`src/hdl/conv_pkg.sv`:
```
package conv_pkg;

    localparam int MAX_K       = 9;   // longest constraint length
    localparam int MAX_RATE    = 3;   // most code bits per info bit
    localparam int MAX_STATE_W = 8;   // MAX_K - 1 state bits

    localparam logic MODE_ENCODE = 1'b0;  // one code symbol per strobed bit
    localparam logic MODE_TABLE  = 1'b1;  // radix-4 branch table scan

    // polynomial i masks the window for output bit i
    typedef logic [MAX_RATE-1:0][MAX_K-1:0] gen_poly_t;

    typedef struct packed {
        logic [12:0]         spare;   // always zero
        logic [MAX_RATE-1:0] bits;    // output bit i at position i
    } code_sym_t;

    // same layout as the decoder's mux word
    typedef struct packed {
        logic [1:0]             pair;        // radix-4 input pair
        logic [MAX_STATE_W-1:0] state;       // zero-extended from K-1 bits
        logic [MAX_RATE-1:0]    second_sym;  // second step of the pair
        logic [MAX_RATE-1:0]    first_sym;   // first step of the pair
    } branch_t;

    // one FIFO word, read as a code symbol or as a branch entry
    typedef union packed {
        code_sym_t sym;
        branch_t   branch;
    } entry_payload_u;

    typedef struct packed {
        logic           is_branch;  // selects the union view
        logic           last;       // final entry of a table scan
        entry_payload_u payload;
    } fifo_entry_t;

endpackage

```
`src/hdl/conv_encoder.sv`:
```
`timescale 1ns/10ps

module conv_encoder #(
    parameter int K    = 7,
    parameter int RATE = 2
) (
    input  logic                  clk,
    input  logic                  rst,
    input  logic                  i_mode_sel,     // level, encode or table
    input  logic                  i_bit_valid,    // one-cycle strobe for i_bit
    input  logic                  i_bit,
    input  logic                  i_clear,        // zero the shift register
    input  logic                  i_table_start,  // kick off a table scan
    input  conv_pkg::gen_poly_t   i_gen_poly,
    input  logic                  i_full,         // FIFO cannot take another write
    output logic                  o_wr_en,
    output conv_pkg::fifo_entry_t o_entry
);
    import conv_pkg::*;

    localparam int STATE_W = K - 1;   // encoder memory
    localparam int SCAN_W  = K + 1;   // state bits on top of two pair bits

    logic [STATE_W-1:0]  state_q;     // encode shift register, newest bit at lsb
    logic [SCAN_W-1:0]   scan_cnt;    // {state, pair}, pair steps fastest
    logic                scan_active; // scan started and not yet finished
    logic [STATE_W-1:0]  scan_state;
    logic [1:0]          scan_pair;
    logic                scan_last;   // final state and pair combination
    logic                start_ok;    // start pulse taken this cycle
    logic                scan_go;     // a branch entry goes out this cycle
    logic                bit_ok;      // an info bit is taken this cycle
    logic [MAX_RATE-1:0] enc_sym;
    logic [MAX_RATE-1:0] first_sym;
    logic [MAX_RATE-1:0] second_sym;
    fifo_entry_t         next_entry;

    // parity of the window under each polynomial, only low K taps count
    function automatic logic [MAX_RATE-1:0] parity(
        input gen_poly_t  poly,
        input logic [K-1:0] window
    );
        logic [MAX_RATE-1:0] code;
        code = '0;  // bits at RATE and above stay zero
        for (int i = 0; i < RATE; i++)
        begin
            code[i] = ^(poly[i][K-1:0] & window);
        end
        return code;
    endfunction

    assign scan_state = scan_cnt[SCAN_W-1:2];
    assign scan_pair  = scan_cnt[1:0];
    assign scan_last  = &scan_cnt;  // all ones = last state, pair 3

    assign start_ok = i_table_start && (i_mode_sel == MODE_TABLE) && !scan_active;
    assign scan_go  = (start_ok || scan_active) && !i_full;  // holds while full
    assign bit_ok   = i_bit_valid && (i_mode_sel == MODE_ENCODE) && !scan_active
                      && !i_full;  // strobes while full are dropped

    assign enc_sym    = parity(i_gen_poly, {state_q, i_bit});
    assign first_sym  = parity(i_gen_poly, {scan_state, scan_pair[0]});
    assign second_sym = parity(i_gen_poly, {scan_state[STATE_W-2:0], scan_pair[0],
                                            scan_pair[1]});  // state after bit 0

    always_comb
    begin
        next_entry = '0;
        if (scan_go)
        begin
            next_entry.is_branch                 = 1'b1;
            next_entry.last                      = scan_last;
            next_entry.payload.branch.pair       = scan_pair;
            next_entry.payload.branch.state      = MAX_STATE_W'(scan_state);
            next_entry.payload.branch.second_sym = second_sym;
            next_entry.payload.branch.first_sym  = first_sym;
        end
        else
        begin
            next_entry.payload.sym.bits = enc_sym;  // spare bits left at zero
        end
    end

    always_ff @(posedge clk or negedge rst)
    begin
        if (!rst)
        begin
            state_q     <= '0;
            scan_cnt    <= '0;
            scan_active <= 1'b0;
            o_wr_en     <= 1'b0;
        end
        else
        begin
            o_wr_en <= scan_go || bit_ok;  // write lands one clock after the decision
            if (i_clear)
            begin
                state_q <= '0;
            end
            else if (bit_ok)
            begin
                state_q <= {state_q[STATE_W-2:0], i_bit};  // low K-1 bits of window
            end
            if (scan_go)
            begin
                scan_cnt    <= scan_cnt + 1'b1;  // wraps to zero after the last entry
                scan_active <= !scan_last;
            end
            else if (start_ok)
            begin
                scan_active <= 1'b1;  // FIFO full at start, first entry waits
            end
        end
    end

    always_ff @(posedge clk)
    begin
        if (scan_go || bit_ok)
        begin
            o_entry <= next_entry;
        end
    end

endmodule

```
`src/hdl/conv_encoder_top.sv`:
```
`timescale 1ns/10ps

module conv_encoder_top #(
    parameter int K     = 7,
    parameter int RATE  = 2,
    parameter int DEPTH = 16
) (
    input  logic                clk,
    input  logic                rst,
    input  logic                i_mode_sel,
    input  logic                i_bit_valid,
    input  logic                i_bit,
    input  logic                i_clear,
    input  logic                i_table_start,
    input  conv_pkg::gen_poly_t i_gen_poly,
    output logic                o_full,       // source stops strobing while high
    output logic                o_code_bit,
    output logic                o_code_valid,
    output conv_pkg::branch_t   o_branch,
    output logic                o_branch_valid,
    output logic                o_table_done
);
    import conv_pkg::*;

    logic        wr_en;       // encoder to FIFO
    fifo_entry_t wr_entry;
    logic        rd_en;       // serializer pop
    fifo_entry_t head_entry;
    logic        fifo_empty;

    conv_encoder #(.K(K), .RATE(RATE)) conv_encoder_inst (
        .clk(clk), .rst(rst),
        .i_mode_sel(i_mode_sel), .i_bit_valid(i_bit_valid), .i_bit(i_bit),
        .i_clear(i_clear), .i_table_start(i_table_start), .i_gen_poly(i_gen_poly),
        .i_full(o_full),  // same level the source watches
        .o_wr_en(wr_en), .o_entry(wr_entry)
    );

    entry_fifo #(.DEPTH(DEPTH)) entry_fifo_inst (
        .clk(clk), .rst(rst),
        .i_wr_en(wr_en), .i_entry(wr_entry), .i_rd_en(rd_en),
        .o_entry(head_entry), .o_full(o_full), .o_empty(fifo_empty)
    );

    symbol_serializer #(.RATE(RATE)) symbol_serializer_inst (
        .clk(clk), .rst(rst),
        .i_empty(fifo_empty), .i_entry(head_entry), .o_rd_en(rd_en),
        .o_code_bit(o_code_bit), .o_code_valid(o_code_valid),
        .o_branch(o_branch), .o_branch_valid(o_branch_valid),
        .o_table_done(o_table_done)
    );

endmodule

```
`src/hdl/entry_fifo.sv`:
```
`timescale 1ns/10ps

module entry_fifo #(
    parameter int DEPTH = 16
) (
    input  logic                  clk,
    input  logic                  rst,
    input  logic                  i_wr_en,
    input  conv_pkg::fifo_entry_t i_entry,
    input  logic                  i_rd_en,   // pops the head on this edge
    output conv_pkg::fifo_entry_t o_entry,   // head, valid while not empty
    output logic                  o_full,
    output logic                  o_empty
);
    import conv_pkg::*;

    localparam int PTR_W = (DEPTH > 1) ? $clog2(DEPTH) : 1;
    localparam int CNT_W = $clog2(DEPTH + 1);

    fifo_entry_t      mem [DEPTH];  // entry storage
    logic [PTR_W-1:0] wr_ptr;
    logic [PTR_W-1:0] rd_ptr;
    logic [CNT_W-1:0] count;        // entries held
    logic             do_wr;
    logic             do_rd;

    // circular step, also for depths that are not a power of two
    function automatic logic [PTR_W-1:0] ptr_inc(input logic [PTR_W-1:0] ptr);
        return (ptr == PTR_W'(DEPTH - 1)) ? '0 : ptr + 1'b1;
    endfunction

    assign do_wr = i_wr_en && (count != CNT_W'(DEPTH));  // never overwrite
    assign do_rd = i_rd_en && (count != '0);

    always_ff @(posedge clk or negedge rst)
    begin
        if (!rst)
        begin
            wr_ptr <= '0;
            rd_ptr <= '0;
            count  <= '0;
        end
        else
        begin
            if (do_wr) wr_ptr <= ptr_inc(wr_ptr);
            if (do_rd) rd_ptr <= ptr_inc(rd_ptr);
            case ({do_wr, do_rd})
                2'b10:   count <= count + 1'b1;
                2'b01:   count <= count - 1'b1;
                default: count <= count;  // both or neither
            endcase
        end
    end

    always_ff @(posedge clk)
    begin
        if (do_wr) mem[wr_ptr] <= i_entry;
    end

    assign o_entry = mem[rd_ptr];  // fall-through read, written entry visible next cycle
    assign o_empty = (count == '0);
    // one slot early, the producer's registered write is still in flight
    assign o_full  = (count >= CNT_W'(DEPTH - 1));

endmodule

```
`src/hdl/symbol_serializer.sv`:
```
`timescale 1ns/10ps

module symbol_serializer #(
    parameter int RATE = 2
) (
    input  logic                  clk,
    input  logic                  rst,
    input  logic                  i_empty,
    input  conv_pkg::fifo_entry_t i_entry,       // FIFO head
    output logic                  o_rd_en,       // one-cycle pop
    output logic                  o_code_bit,
    output logic                  o_code_valid,
    output conv_pkg::branch_t     o_branch,
    output logic                  o_branch_valid,
    output logic                  o_table_done   // with the last branch entry
);
    import conv_pkg::*;

    localparam int CNT_W = $clog2(MAX_RATE + 1);

    logic [RATE-1:0]  shift_q;     // code bits, msb goes out first
    logic [CNT_W-1:0] bit_cnt;     // code bits still to send
    logic             idle;        // free to take the next entry
    logic             pop_sym;
    logic             pop_branch;
    code_sym_t        head_sym;    // head seen as a code symbol

    assign head_sym = i_entry.payload.sym;

    // the last bit of a symbol overlaps the next pop, so the stream has no gaps
    assign idle       = (bit_cnt <= CNT_W'(1));
    assign o_rd_en    = idle && !i_empty;
    assign pop_branch = o_rd_en && i_entry.is_branch;
    assign pop_sym    = o_rd_en && !i_entry.is_branch;

    assign o_code_valid = (bit_cnt != '0);
    assign o_code_bit   = shift_q[RATE-1];

    always_ff @(posedge clk or negedge rst)
    begin
        if (!rst)
        begin
            bit_cnt        <= '0;
            o_branch_valid <= 1'b0;
            o_table_done   <= 1'b0;
        end
        else
        begin
            o_branch_valid <= pop_branch;  // one cycle, the cycle after the pop
            o_table_done   <= pop_branch && i_entry.last;
            if (pop_sym)
            begin
                bit_cnt <= CNT_W'(RATE);
            end
            else if (bit_cnt != '0)
            begin
                bit_cnt <= bit_cnt - 1'b1;
            end
        end
    end

    always_ff @(posedge clk)
    begin
        if (pop_sym)
        begin
            shift_q <= head_sym.bits[RATE-1:0];  // bit RATE-1 leads
        end
        else if (o_code_valid)
        begin
            shift_q <= shift_q << 1;
        end
        if (pop_branch)
        begin
            o_branch <= i_entry.payload.branch;  // whole entry, no reshaping
        end
    end

endmodule

```
`config.mk`:
```
export PLATFORM = sky130hd
export DESIGN_NAME = conv_encoder_top
export DESIGN_NICKNAME = d
export VERILOG_FILES = /design/src/hdl/conv_pkg.sv /design/src/hdl/conv_encoder.sv /design/src/hdl/conv_encoder_top.sv /design/src/hdl/entry_fifo.sv /design/src/hdl/symbol_serializer.sv
export SDC_FILE = /design/constraint.sdc
export NUM_CORES = 1
export LEC_CHECK = 0
export BUFFER_PORTS_ARGS = -buffer_cell sky130_fd_sc_hd__buf_2
export CAP_MARGIN = 20
export CORE_MARGIN = 2
export CORE_UTILIZATION = 50
export CTS_BUF_LIST = sky130_fd_sc_hd__clkbuf_2
export DETAILED_ROUTE_END_ITERATION = 7
export PLACE_DENSITY_LB_ADDON = 0.05
export SETUP_SLACK_MARGIN = 0.15
export SYNTH_ARGS = -nofsm -noshare
export SYNTH_HDL_FRONTEND = slang
export SYNTH_SLANG_ARGS = --single-unit
```
`constraint.sdc`:
```
create_clock -name clk -period 7.28 [get_ports clk]
set_input_delay 0.364 -clock clk [delete_from_list [all_inputs] [get_ports clk]]
set_output_delay 0.364 -clock clk [all_outputs]
set_load 0.05 [all_outputs]
```
==> impl_metrics.json, run 1 <==
{
  "synth_top_family_by_area": "multiplexers",
  "synthFlopType": "edfxtp_1",
  "synth_mux_area_frac": 0.123,
  "arrival_ps": 3760,
  "grtUsageMet2": 0.355,
  "cp_top_family": "multiplexers",
  "synth-compound-area-share": 0.0387,
  "synth_edf_count": 252,
  "cp_max_fo": 41,
  "yosys.area.top_type": "edfxtp_1",
  "syn_area_mm2": 0.0118,
  "io_buffers": 37,
  "start_util": 0.506,
  "hold_viol_final": 0,
  "whs_ps": 180,
  "max_slew.worst_pin.slew_ps": 857,
  "ys_ff_latch": 285,
  "top_usage_layer": "met2",
  "crit_type": "reg2reg",
  "relSlewSlack": 0.429,
  "slew_viol_final": 0,
  "critPathRequiredTime_ps": 7820,
  "root_buffer": "clkbuf_2",
  "path_cells": "buf_4 -> mux4_1 -> mux4_2 -> and3_1",
  "powerDensity_mw_per_mm2": 421,
  "status": "finished clean",
  "std_cell_rows": 56,
  "htreeDepth": 3,
  "critPathBufInv": 1,
  "antenna_left": 0,
  "die_area_mm2": 0.0248,
  "synth_adder_area_share": 0.0145,
  "finalSetupViolCount": 0,
  "core-area_mm2": 0.0233,
  "first_pass_iters": 5,
  "max_stage_delay_ps": 920,
  "fmax_mhz": 311,
  "avgViaCountPerCell": 5.38,
  "register_area_mm2": 0.00840,
  "timing.final.crit_period_ps": 3210,
  "drc": 0,
  "antenna_found_initial": 1,
  "ys_types": 39,
  "reg2reg_depth": 4,
  "worst_slack_ps": 4070,
  "finalSetupTns_ps": 0,
  "cts_sinks": 285,
  "slowest_stage": "dfrtp_4",
  "yosysTopAreaCellShare": 0.643,
  "avgSynthCellArea_um2": 16.8,
  "area.growth.synth_to_final_pct": 11.5,
  "drt-initial-drc-count": 326,
  "critPathCapture": "symbol_serializer_inst.shift_q[0]",
  "cts_inserted_buffers": 73,
  "maxCapViolCount": 0,
  "overflow": 0,
  "clock_latency_ps": 810,
  "layout-drive-gt1-share": 0.253,
  "r2r-end": "symbol_serializer_inst.shift_q[0]",
  "met1_usage": 0.273,
  "end_kind": "register",
  "placed_area_mm2": 0.0123,
  "multiInputGateArea_mm2": 0.00317,
  "syn_inst": 702,
  "grt_pass1_wl_um": 38000,
  "rrSetupSlack_ps": 4070,
  "power_leakage_nw": 4.79,
  "crit_start": "entry_fifo_inst.rd_ptr[0]",
  "met3_usage": 0.0454,
  "cts_buffer_depth": 3,
  "synth-simple-area-share": 0.0517,
  "critical_path_depth": 4,
  "postRouteWirelength_um": 24700,
  "grtUsageTotal": 0.211,
  "clock-skew-final_ps": 79.8,
  "synth.area.top_cells": "edfxtp_1, dfrtp_1, mux4_2",
  "grt_pass1_vias": 6704,
  "nets": 857,
  "power.total_mw": 5.53,
  "grt_start_max_net_pins": 44,
  "seq_area_frac_synth": 0.713,
  "wl_per_cell_um": 21.0,
  "tritoncts": "done",
  "irDropWorstVdd_v": 0.000171,
  "finish.instance_area_mm2": 0.0131,
  "hold_path_class": "in2async",
  "most-common-layout-cells": "edfxtp_1, clkbuf_2, nand2_1",
  "clk_pin_slew_ps": 110,
  "async_reset_ff_frac": 0.116,
  "dp_hpwl_um": 14900,
  "io_pins": 55,
  "crit_path_start_kind": "register",
  "fp.dieW_um": 157,
  "synth_xor_area_frac": 0.0372,
  "post-place-ws_ps": 3980,
  "rsz0062_at_grt": "no",
  "ys_warn_count": 0,
  "die_y_um": 157,
  "rr_startpoint": "entry_fifo_inst.rd_ptr[0]",
  "final_common_cell": "edfxtp_1",
  "routabilityCongestion": 0.834,
  "fill_cells": 1908,
  "vias": 6317,
  "cts_resized": 0,
  "min_period_over_period": 0.441
}
==> cell usage after synthesis, types with 6 or more instances <==
master / count
dfrtp_1: 33
xor2_1: 17
nor2_1: 27
and2_1: 11
a21oi_1: 15
nand2_1: 76
a221oi_1: 10
clkbuf_1: 15
mux4_2: 27
mux2_2: 12
inv_1: 14
mux4_1: 11
a22oi_1: 10
nand3_1: 6
edfxtp_1: 252
xnor2_1: 33
o21ai_0: 29
ha_1: 12
nor3_1: 7
buf_4: 12
mux2i_1: 41
==> how the worst min path moves through the flow <==
stage,cells after the start,startpoint,end
6_report,2,rst,entry_fifo_inst.count[2]
5_1_grt,5,i_gen_poly[12],conv_encoder_inst.o_entry[4]
4_1_cts,4,i_bit_valid,conv_encoder_inst.state_q[0]
3_5_place_dp,1,symbol_serializer_inst.bit_cnt[1],symbol_serializer_inst.bit_cnt[1]
3_3_place_gp,1,symbol_serializer_inst.bit_cnt[1],symbol_serializer_inst.bit_cnt[1]
2_1_floorplan,0,rst,conv_encoder_inst.o_wr_en
==> cell families (layout without fill, tap and decap cells) <==
group,Yosys count,count (layout)
fa+ha+maj,13,13
xor+xnor,50,50
mux,91,91
flops,285,285
other cells,1,5
buf+inv,48,198
compound gates,73,73
simple gates,141,141
==> where the power goes <==
group | internal (mW) | leakage, nW | total (mW) | switching [mW]
clock | 0.454 | 0.494 | 1.05 | 0.594
sequential | 2.34 | 2.73 | 2.71 | 0.369
combinational | 0.715 | 1.57 | 1.77 | 1.06
total | 3.51 | 4.79 | 5.53 | 2.02
==> worst register-to-register path, cell delays in order, from the launching register on <==
cell and delay (ps):
dfrtp_4 920, buf_4 720, mux4_1 660, mux4_2 510
and3_1 190
==> through the flow <==
step,util,instances
global route,0.564,1175
finish,0.564,1175
detailed placement,0.530,1045
floorplan,-,705
global placement,0.530,1045
CTS,0.560,1170
==> layer usage <==
layer | vias up | wire length, µm
met5 | - | 0
met4 | 0 | 406
met3 | 36 | 1070
met2 | 167 | 12500
met1 | 3184 | 10700
li1 | 2930 | -
==> state kept, by name (all words and copies together) (netlist names) <==
register                               flops
symbol_serializer_inst.bit_cnt             2
conv_encoder_inst.o_entry                 14
entry_fifo_inst.wr_ptr                     4
conv_encoder_inst.scan_active              1
symbol_serializer_inst.o_branch           12
conv_encoder_inst.scan_cnt                 8
conv_encoder_inst.state_q                  6
symbol_serializer_inst.shift_q             2
entry_fifo_inst.count                      5
entry_fifo_inst.mem                      224
conv_encoder_inst.o_wr_en                  1
symbol_serializer_inst.o_table_done        1
symbol_serializer_inst.o_branch_valid      1
entry_fifo_inst.rd_ptr                     4
==> cell type report <==
cell class              count  share of cell area
inverters                  14             0.00401
diodes                      1            0.000191
flip-flops and latches    285               0.640
multi-input cells         372               0.242
well taps                 319              0.0304
repair buffers             64              0.0347
clock inverters            14             0.00839
clock buffers             106              0.0404
==> timing repair <==
item | in CTS | in global routing
setup buffers | 0 | 0
hold buffers | 5 | 0
endpoints found under the hold margin | 40 | 0
No activity file was read; power rests on OpenSTA's default activity.
==> inputs of run 2 (changes only) <==
Clock period 7.28 ns to 3.2 ns, I/O delays scaled along.
==> impl_metrics.json, run 2 (synthesized netlist as in run 1, its figures left out) <==
{
  "clock-skew-final_ps": 56.7,
  "slowest_stage": "dfrtp_1",
  "max_stage_delay_ps": 450,
  "wl_met1_um": 11000,
  "grt_start_max_net_pins": 54,
  "area.growth.synth_to_final_pct": 12.1,
  "fp.dieW_um": 157,
  "placed_area_mm2": 0.0124,
  "cts_buffer_depth": 3,
  "max_slew.worst_pin.slew_ps": 851,
  "htreeDepth": 3,
  "dr_wl_met2_um": 12300,
  "regMostFlops": "entry_fifo_inst.mem",
  "drc": 0,
  "largest_reg_flops": 224,
  "avgViaCountPerCell": 5.39,
  "std_cell_rows": 56,
  "placed_cells": 1058,
  "finish.instance_area_mm2": 0.0132,
  "crit_type": "reg2reg",
  "critical_path_depth": 11,
  "die_y_um": 157,
  "io_buffers": 37,
  "most-common-layout-cells": "edfxtp_1, clkbuf_2, nand2_1",
  "dp_hpwl_um": 15900,
  "slew_viol_final": 0,
  "post_cts_buffers": 0,
  "arrival_ps": 3510,
  "grt_pass1_vias": 6805,
  "layout-drive-gt1-share": 0.252,
  "wl_met3_um": 1280,
  "drt-initial-drc-count": 374,
  "hold_path_class": "in2reg",
  "grt_pass1_wl_um": 38000,
  "whs_ps": 64.3,
  "critPathBufInv": 1,
  "maxCapViolCount": 0,
  "first_pass_iters": 5,
  "final_common_cell": "edfxtp_1",
  "critPathRequiredTime_ps": 3890,
  "clk_pin_slew_ps": 110,
  "end_kind": "register",
  "highest_layer": "met4",
  "cts_resized": 0,
  "wl_per_cell_um": 21.0,
  "rsz0062_at_grt": "no",
  "cp_top_family": "simple AND/OR/NAND/NOR gates",
  "routabilityCongestion": 0.855,
  "core-area_mm2": 0.0233,
  "relSlewSlack": 0.431,
  "cts_sinks": 285,
  "min_period_over_period": 0.879,
  "clock_latency_ps": 810,
  "overflow": 0,
  "cts_inserted_buffers": 71,
  "io_pins": 55,
  "die_area_mm2": 0.0248,
  "status": "finished clean",
  "root_buffer": "clkbuf_2",
  "cp_max_fo": 7,
  "timing.final.crit_period_ps": 2810,
  "grtUsageTotal": 0.211,
  "nets": 872,
  "postRouteWirelength_um": 24900,
  "register_area_mm2": 0.00840,
  "fmax_mhz": 356,
  "path_cells": "nor4_1 -> nand2_1 -> o21ai_0 -> inv_1 -> ha_1 -> ha_1 -> nor2b_1 -> o21ai_0 -> a21oi_1 -> nor3_1 -> xnor2_1",
  "start_util": 0.506,
  "finalSetupViolCount": 0,
  "antenna_left": 0,
  "vias": 6413,
  "irDropWorstVdd_v": 0.000453,
  "fin_cells": 1190,
  "antenna_found_initial": 1,
  "multiInputGateArea_mm2": 0.00315,
  "reg2reg_depth": 11,
  "powerDensity_mw_per_mm2": 950,
  "finalSetupTns_ps": 0,
  "crit_path_start_kind": "register",
  "power_leakage_nw": 4.83,
  "fill_cells": 1926,
  "holdPathStages": 6,
  "top_regs": "entry_fifo_inst.mem (224), conv_encoder_inst.o_entry (14), symbol_serializer_inst.o_branch (12)",
  "tritoncts": "done",
  "hold_viol_final": 0
}
## run 2: cell count changes in the layout (fill, tap and decap cells not counted), sizes merged
cell         previous run  this run
clkinvlp                1         0
clkinv                  9        14
buf                    59        69
bufinv                  2         1
dlygate4sd3             5        12
clkbuf                106       101
## run 2: cell type report
class / instances / share of cell area
inverters: 14 / 0.00399
clock inverters: 17 / 0.00702
diodes: 1 / 0.000190
repair buffers: 81 / 0.0442
multi-input cells: 372 / 0.239
flip-flops and latches: 285 / 0.637
clock buffers: 101 / 0.0383
well taps: 319 / 0.0303
## run 2: path summary, 6_finish.rpt
check	startpoint	end	slack (ps)
max in group asynchronous	rst	entry_fifo_inst.wr_ptr[1]	2520
min	i_gen_poly[3]	conv_encoder_inst.o_entry[3]	60
max reg2reg	entry_fifo_inst.count[1]	entry_fifo_inst.count[4]	390
min in group asynchronous	rst	entry_fifo_inst.wr_ptr[2]	280
min reg2reg	symbol_serializer_inst.bit_cnt[1]	symbol_serializer_inst.bit_cnt[1]	510
max	entry_fifo_inst.count[1]	entry_fifo_inst.count[4]	390
## run 2: tightest hold or removal path, stage by stage
cell     delay, ps
buf_2          110
nand2_1         70
xor2_1          70
xnor2_1        160
xnor2_1         70
nor2_1          70
## run 2: stage by stage
stage | total power, mW | utilization | setup slack (ps)
2_1_floorplan | 9.01 | - | 667
3_3_place_gp | 10.3 | 0.535 | 528
3_5_place_dp | 10.4 | 0.535 | 426
4_1_cts | 12.7 | 0.567 | 375
5_1_grt | 13.3 | 0.567 | 168
6_report | 12.5 | 0.567 | 388
## run 2: layer usage
| metal | up-vias | global-route usage |
|---|---|---|
| li1 | 2951 | - |
| met1 | 3251 | 0.278 |
| met4 | 0 | 0.0792 |
| met3 | 32 | 0.0465 |
| met2 | 179 | 0.347 |
| met5 | - | 0 |
## run 2: what timing repair did
item | CTS | global route
hold buffers | 13 | 0
endpoints found under the setup margin | 0 | 0
hold endpoints to repair | 44 | 0
## run 2: power by group
| part | switching (mW) | internal (mW) | total (mW) |
|---|---|---|---|
| registers | 0.854 | 5.33 | 6.18 |
| logic | 2.42 | 1.69 | 4.10 |
| clock network | 1.33 | 0.918 | 2.25 |
| total | 4.60 | 7.93 | 12.5 |
